**config.mk**
```make
export PLATFORM = sky130hd
export DESIGN_NAME = procTop
export DESIGN_NICKNAME = d
export VERILOG_FILES = /design/src/verilog/procPkg.sv /design/src/verilog/alu.sv /design/src/verilog/dataPath.sv /design/src/verilog/procControl.sv /design/src/verilog/procTop.sv /design/src/verilog/progCounter.sv
export VERILOG_INCLUDE_DIRS = /design/src /design/src/include
export SDC_FILE = /design/constraint.sdc
export NUM_CORES = 1
export LEC_CHECK = 0
export BUFFER_PORTS_ARGS = -buffer_cell sky130_fd_sc_hd__buf_2
export CAP_MARGIN = 20
export CORE_UTILIZATION = 56
export CTS_CLUSTER_SIZE = 20
export DETAILED_ROUTE_END_ITERATION = 7
export MAX_ROUTING_LAYER = met4
export PLACE_DENSITY = 0.83
export SLEW_MARGIN = 20
export SYNTH_ARGS = -nofsm -noshare
export SYNTH_HDL_FRONTEND = slang
export SYNTH_SLANG_ARGS = --single-unit
```
**constraint.sdc**
```tcl
create_clock -name CLK -period 6.7 [get_ports CLK]
set_input_delay 1.005 -clock CLK [delete_from_list [all_inputs] [get_ports CLK]]
set_output_delay 1.005 -clock CLK [all_outputs]
set_load 0.05 [all_outputs]
```
**src/include/proc_settings.svh**
```systemverilog
`ifndef PROC_SETTINGS_SVH
`define PROC_SETTINGS_SVH

////////////////////////////////////////
// Word sizes
////////////////////////////////////////

// Data byte, bus address and program counter all share one width
`define DATA_W 8

////////////////////////////////////////
// Fixed addresses
////////////////////////////////////////

// Bus address held while no transfer is in flight
`define BUS_ADDR_IDLE 8'hFF

// Thread start vectors in ROM, one per interrupt line
`define IRQ_VEC_0 8'hFF
`define IRQ_VEC_1 8'hFE

// Interrupt lines
`define IRQ_N 2

// Watchdog cycles allowed per stimulus line
`define WDOG_FACTOR 200

`endif

```
**src/verilog/procPkg.sv**
```systemverilog
`include "proc_settings.svh"

package procPkg;

    ////////////////////////////////////////
    // Instruction set
    ////////////////////////////////////////

    // Low nibble of an instruction byte
    typedef enum logic [3:0] {
        readA    = 4'h0,
        readB    = 4'h1,
        writeA   = 4'h2,
        writeB   = 4'h3,
        mathsA   = 4'h4,
        mathsB   = 4'h5,
        branch   = 4'h6,
        gotoAddr = 4'h7,
        idle     = 4'h8,
        call     = 4'h9,
        ret      = 4'hA,
        derefA   = 4'hB,
        derefB   = 4'hC,
        nop      = 4'hF
    } opcode_t;

    // High nibble of an instruction byte, unlisted codes pass A through
    typedef enum logic [3:0] {
        add         = 4'h0,
        sub         = 4'h1,
        mul         = 4'h2,
        shiftLeftA  = 4'h3,
        shiftRightA = 4'h4,
        incA        = 4'h5,
        incB        = 4'h6,
        decA        = 4'h7,
        decB        = 4'h8,
        eq          = 4'h9,
        gt          = 4'hA,
        lt          = 4'hB
    } aluOp_t;

    // A ROM byte is either an address operand or an instruction
    typedef union packed {
        logic [`DATA_W-1:0] addr;
        struct packed {
            aluOp_t  aluOp;
            opcode_t opcode;
        } instr;
    } romWord_t;

    // Program counter load source
    typedef enum logic [1:0] {
        pcFromOperand = 2'd0,
        pcFromContext = 2'd1,
        pcFromVector  = 2'd2
    } pcSrc_t;

    ////////////////////////////////////////
    // Controller states
    ////////////////////////////////////////

    typedef enum logic [7:0] {
        stChooseOp   = 8'h00,
        stReadToA    = 8'h10,
        stReadToB    = 8'h11,
        stRead0      = 8'h12,
        stRead1      = 8'h13,
        stRead2      = 8'h14,
        stWriteFromA = 8'h20,
        stWriteFromB = 8'h21,
        stWrite0     = 8'h22,
        stMathsToA   = 8'h30,
        stMathsToB   = 8'h31,
        stMaths0     = 8'h32,
        stBranch     = 8'h40,
        stBranch0    = 8'h41,
        stBranch1    = 8'h42,
        stGoto       = 8'h50,
        stGoto0      = 8'h51,
        stGoto1      = 8'h52,
        stCall       = 8'h70,
        stReturn     = 8'h80,
        stReturn0    = 8'h81,
        stDerefA     = 8'h90,
        stDerefB     = 8'h91,
        stDeref0     = 8'h92,
        stNop        = 8'hA0,
        stNop0       = 8'hA1,
        stIdle       = 8'hF0,
        stThread0    = 8'hF1,
        stThread1    = 8'hF2,
        stThread2    = 8'hF3
    } state_t;

endpackage

```
**src/verilog/alu.sv**
```systemverilog
`timescale 1ns/1ps
`include "proc_settings.svh"

module alu (
    input  logic [`DATA_W-1:0] regA,
    input  logic [`DATA_W-1:0] regB,
    input  procPkg::aluOp_t    op,
    output logic [`DATA_W-1:0] result
);

    import procPkg::*;

    always_comb begin
        case (op)
            // Arithmetic
            add:         result = regA + regB;
            sub:         result = regA - regB;
            // Low byte of the product only
            mul:         result = regA * regB;

            // Single bit shifts of A
            shiftLeftA:  result = regA << 1;
            shiftRightA: result = regA >> 1;

            // Increment and decrement
            incA:        result = regA + `DATA_W'(1);
            incB:        result = regB + `DATA_W'(1);
            decA:        result = regA - `DATA_W'(1);
            decB:        result = regB - `DATA_W'(1);

            // Compares give 1 or 0 for branch
            eq: begin
                result = (regA == regB) ? `DATA_W'(1) : '0;
            end
            gt: begin
                result = (regA > regB) ? `DATA_W'(1) : '0;
            end
            lt: begin
                result = (regA < regB) ? `DATA_W'(1) : '0;
            end

            // Anything else passes A
            default:     result = regA;
        endcase
    end

endmodule

```
**src/verilog/dataPath.sv**
```systemverilog
`timescale 1ns/1ps
`include "proc_settings.svh"

module dataPath (
    input  logic               CLK,
    input  logic               RESET,
    input  logic               loadA,
    input  logic               loadB,
    input  logic               regSel,
    input  logic               loadFromAlu,
    input  logic               addrFromOperand,
    input  logic               addrFromReg,
    input  logic               writeBus,
    input  logic [`DATA_W-1:0] operand,
    input  logic [`DATA_W-1:0] busDataIn,
    output logic [`DATA_W-1:0] aluOut,
    output logic [`DATA_W-1:0] busAddr,
    output logic [`DATA_W-1:0] busDataOut,
    output logic               busWe
);

    import procPkg::*;

    romWord_t           word;
    logic [`DATA_W-1:0] regA;
    logic [`DATA_W-1:0] regB;
    logic [`DATA_W-1:0] selReg;
    logic [`DATA_W-1:0] loadData;

    // The ROM byte seen as an instruction picks the ALU op
    assign word = operand;

    alu alu_i (
        .regA   (regA),
        .regB   (regB),
        .op     (word.instr.aluOp),
        .result (aluOut)
    );

    // Register feeding bus address and write data
    assign selReg = regSel ? regB : regA;

    // Load from a bus read or from the ALU
    assign loadData = loadFromAlu ? aluOut : busDataIn;

    ////////////////////////////////////////
    // Working registers
    ////////////////////////////////////////

    always_ff @(posedge CLK) begin
        if (loadA) begin
            regA <= loadData;
        end
        if (loadB) begin
            regB <= loadData;
        end
        if (writeBus) begin
            busDataOut <= selReg;
        end
    end

    ////////////////////////////////////////
    // Bus side
    ////////////////////////////////////////

    always_ff @(posedge CLK) begin
        if (RESET) begin
            busAddr <= `BUS_ADDR_IDLE;
            busWe   <= 1'b0;
        end else begin
            // Address only holds for the cycle it was asked for
            if (addrFromOperand) begin
                busAddr <= operand;
            end else if (addrFromReg) begin
                busAddr <= selReg;
            end else begin
                busAddr <= `BUS_ADDR_IDLE;
            end
            // Write pulse lines up with its data
            busWe <= writeBus;
        end
    end

endmodule

```
**src/verilog/procControl.sv**
```systemverilog
`timescale 1ns/1ps
`include "proc_settings.svh"

module procControl (
    input  logic               CLK,
    input  logic               RESET,
    input  logic [`DATA_W-1:0] romData,
    input  logic [`DATA_W-1:0] aluOut,
    input  logic [`IRQ_N-1:0]  irqRaise,
    output logic               pcLoad,
    output procPkg::pcSrc_t    pcSrc,
    output logic               pcInc1,
    output logic               pcInc2,
    output logic               fetchOffset,
    output logic               saveContext,
    output logic               vectorSel,
    output logic               loadA,
    output logic               loadB,
    output logic               regSel,
    output logic               loadFromAlu,
    output logic               addrFromOperand,
    output logic               addrFromReg,
    output logic               writeBus,
    output logic [`IRQ_N-1:0]  irqAck
);

    import procPkg::*;

    romWord_t          word;
    state_t            state;
    state_t            stateNext;
    logic              selB;
    logic              selNext;
    logic [`IRQ_N-1:0] irqAckNext;

    assign word = romData;

    // New select is visible in the state that sets it
    assign regSel = selNext;

    always_ff @(posedge CLK) begin
        if (RESET) begin
            state  <= stChooseOp;
            selB   <= 1'b0;
            irqAck <= '0;
        end else begin
            state  <= stateNext;
            selB   <= selNext;
            irqAck <= irqAckNext;
        end
    end

    ////////////////////////////////////////
    // Next state and strobes
    ////////////////////////////////////////

    always_comb begin
        stateNext       = state;
        selNext         = selB;
        irqAckNext      = '0;
        pcLoad          = 1'b0;
        pcSrc           = pcFromOperand;
        pcInc1          = 1'b0;
        pcInc2          = 1'b0;
        fetchOffset     = 1'b0;
        saveContext     = 1'b0;
        vectorSel       = 1'b0;
        loadA           = 1'b0;
        loadB           = 1'b0;
        loadFromAlu     = 1'b0;
        addrFromOperand = 1'b0;
        addrFromReg     = 1'b0;
        writeBus        = 1'b0;

        case (state)
            // Wait for an interrupt, line 0 first
            stIdle: begin
                if (irqRaise[0]) begin
                    stateNext     = stThread0;
                    pcLoad        = 1'b1;
                    pcSrc         = pcFromVector;
                    irqAckNext[0] = 1'b1;
                end else if (irqRaise[1]) begin
                    stateNext     = stThread0;
                    pcLoad        = 1'b1;
                    pcSrc         = pcFromVector;
                    vectorSel     = 1'b1;
                    irqAckNext[1] = 1'b1;
                end
            end
            // Vector byte on its way from ROM
            stThread0: stateNext = stThread1;
            stThread1: begin
                stateNext = stThread2;
                pcLoad    = 1'b1;
            end
            stThread2: stateNext = stChooseOp;

            // Decode, operand byte is fetched next
            stChooseOp: begin
                fetchOffset = 1'b1;
                case (word.instr.opcode)
                    readA:    stateNext = stReadToA;
                    readB:    stateNext = stReadToB;
                    writeA:   stateNext = stWriteFromA;
                    writeB:   stateNext = stWriteFromB;
                    mathsA:   stateNext = stMathsToA;
                    mathsB:   stateNext = stMathsToB;
                    branch:   stateNext = stBranch;
                    gotoAddr: stateNext = stGoto;
                    idle:     stateNext = stIdle;
                    call:     stateNext = stCall;
                    ret:      stateNext = stReturn;
                    derefA:   stateNext = stDerefA;
                    derefB:   stateNext = stDerefB;
                    // Undefined codes run as NOP
                    default:  stateNext = stNop;
                endcase
            end

            ////////////////////////////////////////
            // Memory read
            ////////////////////////////////////////

            stReadToA: begin
                stateNext = stRead0;
                selNext   = 1'b0;
            end
            stReadToB: begin
                stateNext = stRead0;
                selNext   = 1'b1;
            end
            // Operand byte is the bus address
            stRead0: begin
                stateNext       = stRead1;
                addrFromOperand = 1'b1;
            end
            stRead1: begin
                stateNext = stRead2;
                pcInc2    = 1'b1;
            end
            // RAM data is back, shared with dereference
            stRead2: begin
                stateNext = stChooseOp;
                loadA     = !selB;
                loadB     = selB;
            end

            ////////////////////////////////////////
            // Memory write
            ////////////////////////////////////////

            stWriteFromA: begin
                stateNext = stWrite0;
                selNext   = 1'b0;
                pcInc2    = 1'b1;
            end
            stWriteFromB: begin
                stateNext = stWrite0;
                selNext   = 1'b1;
                pcInc2    = 1'b1;
            end
            stWrite0: begin
                stateNext       = stChooseOp;
                addrFromOperand = 1'b1;
                writeBus        = 1'b1;
            end

            // ALU result into A or B
            stMathsToA: begin
                stateNext   = stMaths0;
                loadA       = 1'b1;
                loadFromAlu = 1'b1;
                pcInc1      = 1'b1;
            end
            stMathsToB: begin
                stateNext   = stMaths0;
                loadB       = 1'b1;
                loadFromAlu = 1'b1;
                pcInc1      = 1'b1;
            end
            stMaths0: stateNext = stChooseOp;

            ////////////////////////////////////////
            // Program flow
            ////////////////////////////////////////

            // Compare result still comes from the instruction byte
            stBranch: begin
                if (aluOut != '0) begin
                    stateNext = stBranch0;
                end else begin
                    stateNext = stBranch1;
                    pcInc2    = 1'b1;
                end
            end
            // Taken, jump then one wait state
            stBranch0: begin
                stateNext = stBranch1;
                pcLoad    = 1'b1;
            end
            stBranch1: stateNext = stChooseOp;

            stGoto: stateNext = stGoto0;
            stGoto0: begin
                stateNext = stGoto1;
                pcLoad    = 1'b1;
            end
            stGoto1: stateNext = stChooseOp;

            // Call is a goto that remembers where to come back
            stCall: begin
                stateNext   = stGoto0;
                saveContext = 1'b1;
            end
            stReturn: begin
                stateNext = stReturn0;
                pcLoad    = 1'b1;
                pcSrc     = pcFromContext;
            end
            stReturn0: stateNext = stChooseOp;

            // Pointer held in A or B
            stDerefA: begin
                stateNext   = stDeref0;
                selNext     = 1'b0;
                addrFromReg = 1'b1;
            end
            stDerefB: begin
                stateNext   = stDeref0;
                selNext     = 1'b1;
                addrFromReg = 1'b1;
            end
            stDeref0: begin
                stateNext = stRead2;
                pcInc1    = 1'b1;
            end

            stNop: begin
                stateNext = stNop0;
                pcInc1    = 1'b1;
            end
            stNop0: stateNext = stChooseOp;

            default: stateNext = stChooseOp;
        endcase
    end

endmodule

```
**src/verilog/procTop.sv**
```systemverilog
`timescale 1ns/1ps
`include "proc_settings.svh"

module procTop (
    input  logic               CLK,
    input  logic               RESET,
    output logic [`DATA_W-1:0] busAddr,
    output logic [`DATA_W-1:0] busDataOut,
    output logic               busWe,
    input  logic [`DATA_W-1:0] busDataIn,
    output logic [`DATA_W-1:0] romAddress,
    input  logic [`DATA_W-1:0] romData,
    input  logic [`IRQ_N-1:0]  irqRaise,
    output logic [`IRQ_N-1:0]  irqAck
);

    import procPkg::*;

    // Program counter strobes
    logic   pcLoad;
    pcSrc_t pcSrc;
    logic   pcInc1;
    logic   pcInc2;
    logic   fetchOffset;
    logic   saveContext;
    logic   vectorSel;

    // Data path strobes
    logic               loadA;
    logic               loadB;
    logic               regSel;
    logic               loadFromAlu;
    logic               addrFromOperand;
    logic               addrFromReg;
    logic               writeBus;
    logic [`DATA_W-1:0] aluOut;

    procControl procControl_i (
        .CLK             (CLK),
        .RESET           (RESET),
        .romData         (romData),
        .aluOut          (aluOut),
        .irqRaise        (irqRaise),
        .pcLoad          (pcLoad),
        .pcSrc           (pcSrc),
        .pcInc1          (pcInc1),
        .pcInc2          (pcInc2),
        .fetchOffset     (fetchOffset),
        .saveContext     (saveContext),
        .vectorSel       (vectorSel),
        .loadA           (loadA),
        .loadB           (loadB),
        .regSel          (regSel),
        .loadFromAlu     (loadFromAlu),
        .addrFromOperand (addrFromOperand),
        .addrFromReg     (addrFromReg),
        .writeBus        (writeBus),
        .irqAck          (irqAck)
    );

    // ROM byte doubles as jump target
    progCounter progCounter_i (
        .CLK         (CLK),
        .RESET       (RESET),
        .pcLoad      (pcLoad),
        .pcSrc       (pcSrc),
        .pcInc1      (pcInc1),
        .pcInc2      (pcInc2),
        .fetchOffset (fetchOffset),
        .saveContext (saveContext),
        .operand     (romData),
        .vectorSel   (vectorSel),
        .romAddress  (romAddress)
    );

    // ROM byte doubles as bus address and ALU op
    dataPath dataPath_i (
        .CLK             (CLK),
        .RESET           (RESET),
        .loadA           (loadA),
        .loadB           (loadB),
        .regSel          (regSel),
        .loadFromAlu     (loadFromAlu),
        .addrFromOperand (addrFromOperand),
        .addrFromReg     (addrFromReg),
        .writeBus        (writeBus),
        .operand         (romData),
        .busDataIn       (busDataIn),
        .aluOut          (aluOut),
        .busAddr         (busAddr),
        .busDataOut      (busDataOut),
        .busWe           (busWe)
    );

endmodule

```
**src/verilog/progCounter.sv**
```systemverilog
`timescale 1ns/1ps
`include "proc_settings.svh"

module progCounter (
    input  logic               CLK,
    input  logic               RESET,
    input  logic               pcLoad,
    input  procPkg::pcSrc_t    pcSrc,
    input  logic               pcInc1,
    input  logic               pcInc2,
    input  logic               fetchOffset,
    input  logic               saveContext,
    input  logic [`DATA_W-1:0] operand,
    input  logic               vectorSel,
    output logic [`DATA_W-1:0] romAddress
);

    import procPkg::*;

    logic [`DATA_W-1:0] pc;
    logic [`DATA_W-1:0] savedContext;
    logic [`DATA_W-1:0] loadValue;
    logic               offset;

    // Source of a counter load
    always_comb begin
        case (pcSrc)
            pcFromContext: loadValue = savedContext;
            pcFromVector:  loadValue = vectorSel ? `IRQ_VEC_1 : `IRQ_VEC_0;
            default:       loadValue = operand;
        endcase
    end

    always_ff @(posedge CLK) begin
        if (RESET) begin
            pc           <= '0;
            offset       <= 1'b0;
            savedContext <= '0;
        end else begin
            // Load wins over increment
            if (pcLoad) begin
                pc <= loadValue;
            end else if (pcInc2) begin
                pc <= pc + `DATA_W'(2);
            end else if (pcInc1) begin
                pc <= pc + `DATA_W'(1);
            end

            // Offset points at the operand byte for one cycle only
            offset <= fetchOffset;

            // Return lands after the two-byte call
            if (saveContext) begin
                savedContext <= pc + `DATA_W'(2);
            end
        end
    end

    assign romAddress = pc + `DATA_W'(offset);

endmodule
```
Word level (Yosys, flattened, before mapping) --
Memory sizes are Yosys's and may differ from the RTL's. Cells that the tools add are included.
Word-level totals: memories kept 1, word-level logic and storage cells 119, output and inout bits 27, register bits after elaboration 61, input port bits 20, ROM bits 80
Cells by class: reduce and logical (&&, ||, !) cells 18, equal/unequal tests 38, multiplexer cells 38, add/subtract/negate cells 9, multipliers 1, bitwise logic cells 1, $lt $le $gt $ge 2
Memories:
- (no name shown) | words 16, width 5, rd ports 1, clocked after Yosys merged registers in 0, wr ports 0, RTL line procControl.sv:102 | case (word.instr.opcode)
Operator list (count):
- $pmux W8 S16 | 1
- $pmux W8 S12 | 1
- $mux W8 | 9
- $eq A8 B8 Y1 const B | 8
- $eq A8 B5 Y1 const B | 5
- $eq A8 B6 Y1 const B | 5
- $eq A8 B7 Y1 const B | 5
- $add A8 B1 Y8 const B | 3
- $mux W1 | 17
- $eq A4 B3 Y1 const B | 4
- $eq A4 B4 Y1 const B | 4
- $pmux W8 S2 | 1
- $reduce_or A2 Y1 | 8
- $sub A8 B1 Y8 const B | 2
- $pmux W1 S2 | 5
- $reduce_or A3 Y1 | 3
- $add A8 B1 Y8 | 1
- $add A8 B2 Y8 const B | 1
- $add A8 B8 Y8 | 1
- $eq A4 B2 Y1 const B | 2
- $eq A8 B8 Y1 | 1
- $gt A8 B8 Y1 | 1
- $logic_not A8 Y1 | 1
- $lt A8 B8 Y1 | 1
- 14 further kinds | 17

Depth between registers and ports, before layout --
word-level depth 8, mapped depth 21, mapped depth without buffers 21

Cells and area by module --
Synthesis repeated with hierarchy kept, for this count alone.
Second synthesis, totals: cell total of the unflattened synthesis 704, area, all modules 6000.8 sq um
By module, submodules not included:
- alu | cells an instance 357, area each 2620.0 sq um, sequential area each 0.0 sq um, times used 1
- dataPath | cells an instance 65, area each 1237.4 sq um, sequential area each 900.9 sq um, times used 1
- progCounter | cells an instance 140, area each 1121.1 sq um, sequential area each 340.3 sq um, times used 1
- procControl | cells an instance 142, area each 1022.2 sq um, sequential area each 200.2 sq um, times used 1

Least setup slack after synthesis --
OpenSTA, ideal clock, no wires.
path type register to register, start point register dataPath_i.regA[2], end point register progCounter_i.pc[4], library setup time 0.091 ns, path buffers 1, stages on the path, launching flop included 21, data required time 6.609 ns, period minus slack after synthesis 5.153 ns, data arrival time 5.062 ns, slack 1.547 ns, path through edfxtp_1 clkbuf_1 nand2_1 fa_1 fa_1 inv_1 fa_1 inv_1 fa_1 inv_1 ha_1 a21oi_1 xnor3_1 xnor3_1 a22oi_1 a31oi_2 nand3b_4 nand2b_4 a22o_4 a31o_1 a311oi_1
Between the ends: word-level cells in the longest chain between the ends 8, elaborated cells on any way between the ends 18, those cells by class add/sub (4); mul (1); order compare (2); eq/ne (1); mux (8); reduce/logical (2)
RTL lines:
- from (decl) | RTL line dataPath.sv:25 | logic [`DATA_W-1:0] regA;
- from (signal assigned) | RTL line dataPath.sv:52 | regA <= loadData;
- branches (longest 2 deep; another with $mul A8 B8 Y8)
- $pmux W8 S12 * | RTL line alu.sv:14 | case (op)
- $reduce_bool A8 Y1 * | RTL line procControl.sv:190 | if (aluOut != '0) begin
- $mux W1 * | RTL line procControl.sv:190
- $pmux W1 S2 * | RTL line procControl.sv:75 | case (state)
- $mux W8 | RTL line progCounter.sv:43 | end else if (pcInc2) begin
- $mux W8 | RTL line progCounter.sv:41 | if (pcLoad) begin
- to (signal assigned) | RTL line progCounter.sv:42 | pc <= loadValue;
- to (signal assigned) | RTL line progCounter.sv:44 | pc <= pc + `DATA_W'(2);
- to (signal assigned) | RTL line progCounter.sv:46 | pc <= pc + `DATA_W'(1);
- to (decl) | RTL line progCounter.sv:20 | logic [`DATA_W-1:0] pc;
Every way passes the cells marked *. A chain may end at the register's enable or synchronous reset.

Worst setup path after layout --
start point register dataPath_i.regA[1], end point register progCounter_i.pc[6]
The elaborated chain is that of the path after synthesis.

==> flow_summary.json <==
{
  "endpoint_kind": "flop",
  "dr.pass1.iters": 6,
  "fp.dieH_um": 105,
  "globalplace.congestion": 0.988,
  "netlist_top_cells_area": "dfxtp_1 (12%), edfxtp_1 (12%), ha_1 (10%), fa_1 (5.0%), nand2_1 (4.7%)",
  "power_density_mw_per_mm2": 261,
  "cp.arrival_ns": 5.87,
  "slew_violations": 0,
  "synth.avg_cell_area_um2": 8.11,
  "insertion_delay_ns": 0.36,
  "die_area_mm2": 0.0111,
  "synth_top_flop_cell": "dfxtp_1",
  "grt_pass1_wl_um": 28300,
  "cts_buffers": 9,
  "finalCritPeriodShare": 0.837,
  "via_per_inst": 6.37,
  "synthArstFlopShare": 0,
  "vias": 5701,
  "crit_fanout": 15,
  "drive_gt1_frac": 0.117,
  "fin_skew_ns": 0.0143,
  "drt_iter0_markers": 384,
  "fin_tns_setup_ns": 0,
  "final_cells": 895,
  "cts.hold.buffers_added": 0,
  "startpoint": "dataPath_i.regA[1]$_DFFE_PP_",
  "tightest_slew_ns": 0.945,
  "crit_chain": "inv_1 -> nor2_1 -> ha_1 -> fa_1 -> ha_1 -> inv_1 -> fa_1 -> inv_1 -> fa_1 -> nor4bb_1 -> o31ai_1 -> o211ai_1 -> a211oi_1 -> o221ai_1 -> nor4_4 -> nand3b_4 -> nand2b_4 -> a22o_4 -> a21bo_1 -> a311oi_1",
  "maxSlewHeadroom": 0.370,
  "ant_nets": 0,
  "cpPeakStageDelay_ns": 0.72,
  "place_inst": 879,
  "cts.reportedPaths.clkPinSlew_ns": 0.07,
  "max_cap_viol_count": 0,
  "reg2reg_to": "progCounter_i.pc[6]$_SDFFE_PP0P_",
  "top_level_ports": 47,
  "first_global_vias": 5537,
  "leakage_nw": 2.69,
  "htree_levels": 3,
  "synth_commonest_cells": "nand2_1 (75), nor2_1 (73), inv_1 (54), ha_1 (50), a21oi_1 (47)",
  "cts_tree": "done",
  "synth_cell_type_count": 80,
  "yosysSeqAreaShare": 0.240,
  "dpl_cell_area_mm2": 0.00623,
  "port_buffers": 46,
  "vdd_drop_max_uv": 264,
  "postLayoutCellArea_mm2": 0.00641,
  "crit_required_ns": 6.96,
  "antenna_found_initial": 0,
  "crit_slowest_cell": "edfxtp_1",
  "grt_usage": 0.337,
  "synth_seq_cells": 60,
  "finalHoldViolCount": 0,
  "fin_crit_ns": 5.61,
  "regToRegSetupSlack_ns": 1.09,
  "path_delay_family": "adder cells",
  "post-cts-setup-buffer-count": 0,
  "drc_errors": 0,
  "nNetsFinal": 839,
  "wl_per_cell_um": 19.7,
  "critPathBufInv": 3,
  "run_status": "completed",
  "grt_overflow_total": 0,
  "max_freq_mhz": 178,
  "synth_top_cell_by_area": "dfxtp_1",
  "synth_edf_count": 24,
  "crit_end": "progCounter_i.pc[6]$_SDFFE_PP0P_",
  "areaGrowthSynthToFinish_pct": 6.89,
  "synth_most_common_cell": "nand2_1",
  "start_kind": "flop",
  "ctsResizeCount": 0,
  "path_depth": 20,
  "synth_warnings": 0,
  "place_hpwl_um": 13200,
  "synth.top_cell.area_share": 0.120,
  "insertedDiodeCount": 0,
  "netlist_area_mm2": 0.00599,
  "reg2reg_depth": 20,
  "finalSetupViolCount": 0,
  "start_util": 0.578,
  "clkSinkCount": 60,
  "cts_max_path_buffers": 2,
  "r2r_start": "dataPath_i.regA[1]$_DFFE_PP_",
  "fp.dieW_um": 105,
  "routed_wl_um": 17600,
  "hp-class": "flop to flop",
  "syn-num-nets": 824,
  "grt_max_degree": 38,
  "worstSetupPathType": "flop to flop",
  "core-area_mm2": 0.0104,
  "cts_root_buf": "clkbuf_8",
  "num_rows": 37,
  "synthCells": 739,
  "rsz0062_at_grt": "false"
}
where the power goes:
group,total [W],internal (W),switching (W)
sequential,0.000549,0.000437,0.000112
combinational,0.000815,0.000297,0.000518
clock,0.000307,0.000154,0.000153
total,0.00167,0.000888,0.000784
cells in the final DEF, fill, tap and decap left out, types with 6 or more instances in the layout:
| cell type | synthesis | layout |
|---|---|---|
| xor2_1 | 16 | 16 |
| mux2i_1 | 10 | 10 |
| and2_1 | 9 | 9 |
| a31oi_1 | 6 | 6 |
| fa_1 | 15 | 15 |
| nor3_1 | 17 | 17 |
| a211oi_1 | 20 | 20 |
| dfxtp_1 | 36 | 36 |
| nand3b_1 | 7 | 7 |
| nor3b_1 | 7 | 7 |
| xnor2_1 | 24 | 24 |
| ha_1 | 50 | 50 |
| nand2_1 | 75 | 75 |
| nand2b_1 | 16 | 16 |
| nor2_1 | 73 | 73 |
| o21ai_0 | 30 | 30 |
| o31ai_1 | 6 | 6 |
| mux2_2 | 8 | 8 |
| edfxtp_1 | 24 | 24 |
| a21o_1 | 9 | 9 |
| nand3_1 | 20 | 20 |
| clkbuf_8 | 0 | 11 |
| or3_1 | 8 | 8 |
| buf_2 | 14 | 46 |
| o22ai_1 | 12 | 12 |
| o211ai_1 | 6 | 6 |
| inv_1 | 54 | 54 |
| a21oi_1 | 47 | 47 |
flip-flops by register name (all words and copies together) (netlist names), 2 cells and up:
signal and flops:
dataPath_i.busAddr 8, dataPath_i.busDataOut 8, dataPath_i.regA 8, dataPath_i.regB 8, progCounter_i.pc 8, progCounter_i.savedContext 8
procControl_i.state 7, procControl_i.irqAck 2
per-stage QoR:
| stage | setup WS (ns) | util | hold WS [ns] | power [W] |
|---|---|---|---|---|
| final | 1.09 | 0.618 | 0.500 | 0.00167 |
| after global routing | 0.812 | 0.618 | 0.541 | 0.00178 |
| after CTS | 1.17 | 0.618 | 0.505 | 0.00166 |
| after detailed placement | 1.18 | 0.601 | 0.489 | 0.00135 |
| after global placement | 1.29 | 0.601 | 0.478 | 0.00134 |
| after floorplan | 1.55 | - | 0.461 | 0.00116 |
tightest hold or removal path, delay by kind of cell, from the launching register on:
family / cells / cell delay (ns)
AO/OA/AOI/OAI: 1 / 0.05
AND/OR/NAND/NOR: 1 / 0.09
flip-flops: 1 / 0.31
cell families (layout without fill, tap and decap cells):
kind of cell,after synthesis,after routing,synth area share
simple gates,274,274,0.239
fa+ha+maj,65,65,0.154
flops,60,60,0.240
xor+xnor,43,43,0.0687
compound gates,178,178,0.196
mux,19,19,0.0336
buf+inv,100,120,0.0674
layout make-up:
| class | instances | area, µm² |
|---|---|---|
| sequential | 60 | 1440 |
| multi-input combinational | 579 | 4160 |
| clock inverter | 4 | 22.5 |
| tap | 136 | 170 |
| fill | 941 | 3960 |
| inverter | 54 | 203 |
| timing repair buffer | 50 | 260 |
| clock buffer | 12 | 155 |
how the worst min path moves through the flow:
stage	startpoint	depth (start not counted)	to	slack, ns
2_1_floorplan	progCounter_i.savedContext[2]$_SDFFE_PP0P_	2	progCounter_i.savedContext[2]$_SDFFE_PP0P_	0.46
3_3_place_gp	progCounter_i.savedContext[2]$_SDFFE_PP0P_	2	progCounter_i.savedContext[2]$_SDFFE_PP0P_	0.48
3_5_place_dp	progCounter_i.savedContext[2]$_SDFFE_PP0P_	2	progCounter_i.savedContext[2]$_SDFFE_PP0P_	0.49
4_1_cts	progCounter_i.savedContext[4]$_SDFFE_PP0P_	2	progCounter_i.savedContext[4]$_SDFFE_PP0P_	0.50
5_1_grt	progCounter_i.savedContext[4]$_SDFFE_PP0P_	2	progCounter_i.savedContext[4]$_SDFFE_PP0P_	0.54
6_report	progCounter_i.savedContext[4]$_SDFFE_PP0P_	2	progCounter_i.savedContext[4]$_SDFFE_PP0P_	0.50
metal layers:
layer  vias up  track usage  wire, µm
li1       2670            -         -
met1      2688        0.406      7020
met2       277        0.541      8430
met3        66       0.0643      1360
met4         0        0.166       830
met5         -            -         0
No activity file was read; power rests on OpenSTA's default activity.
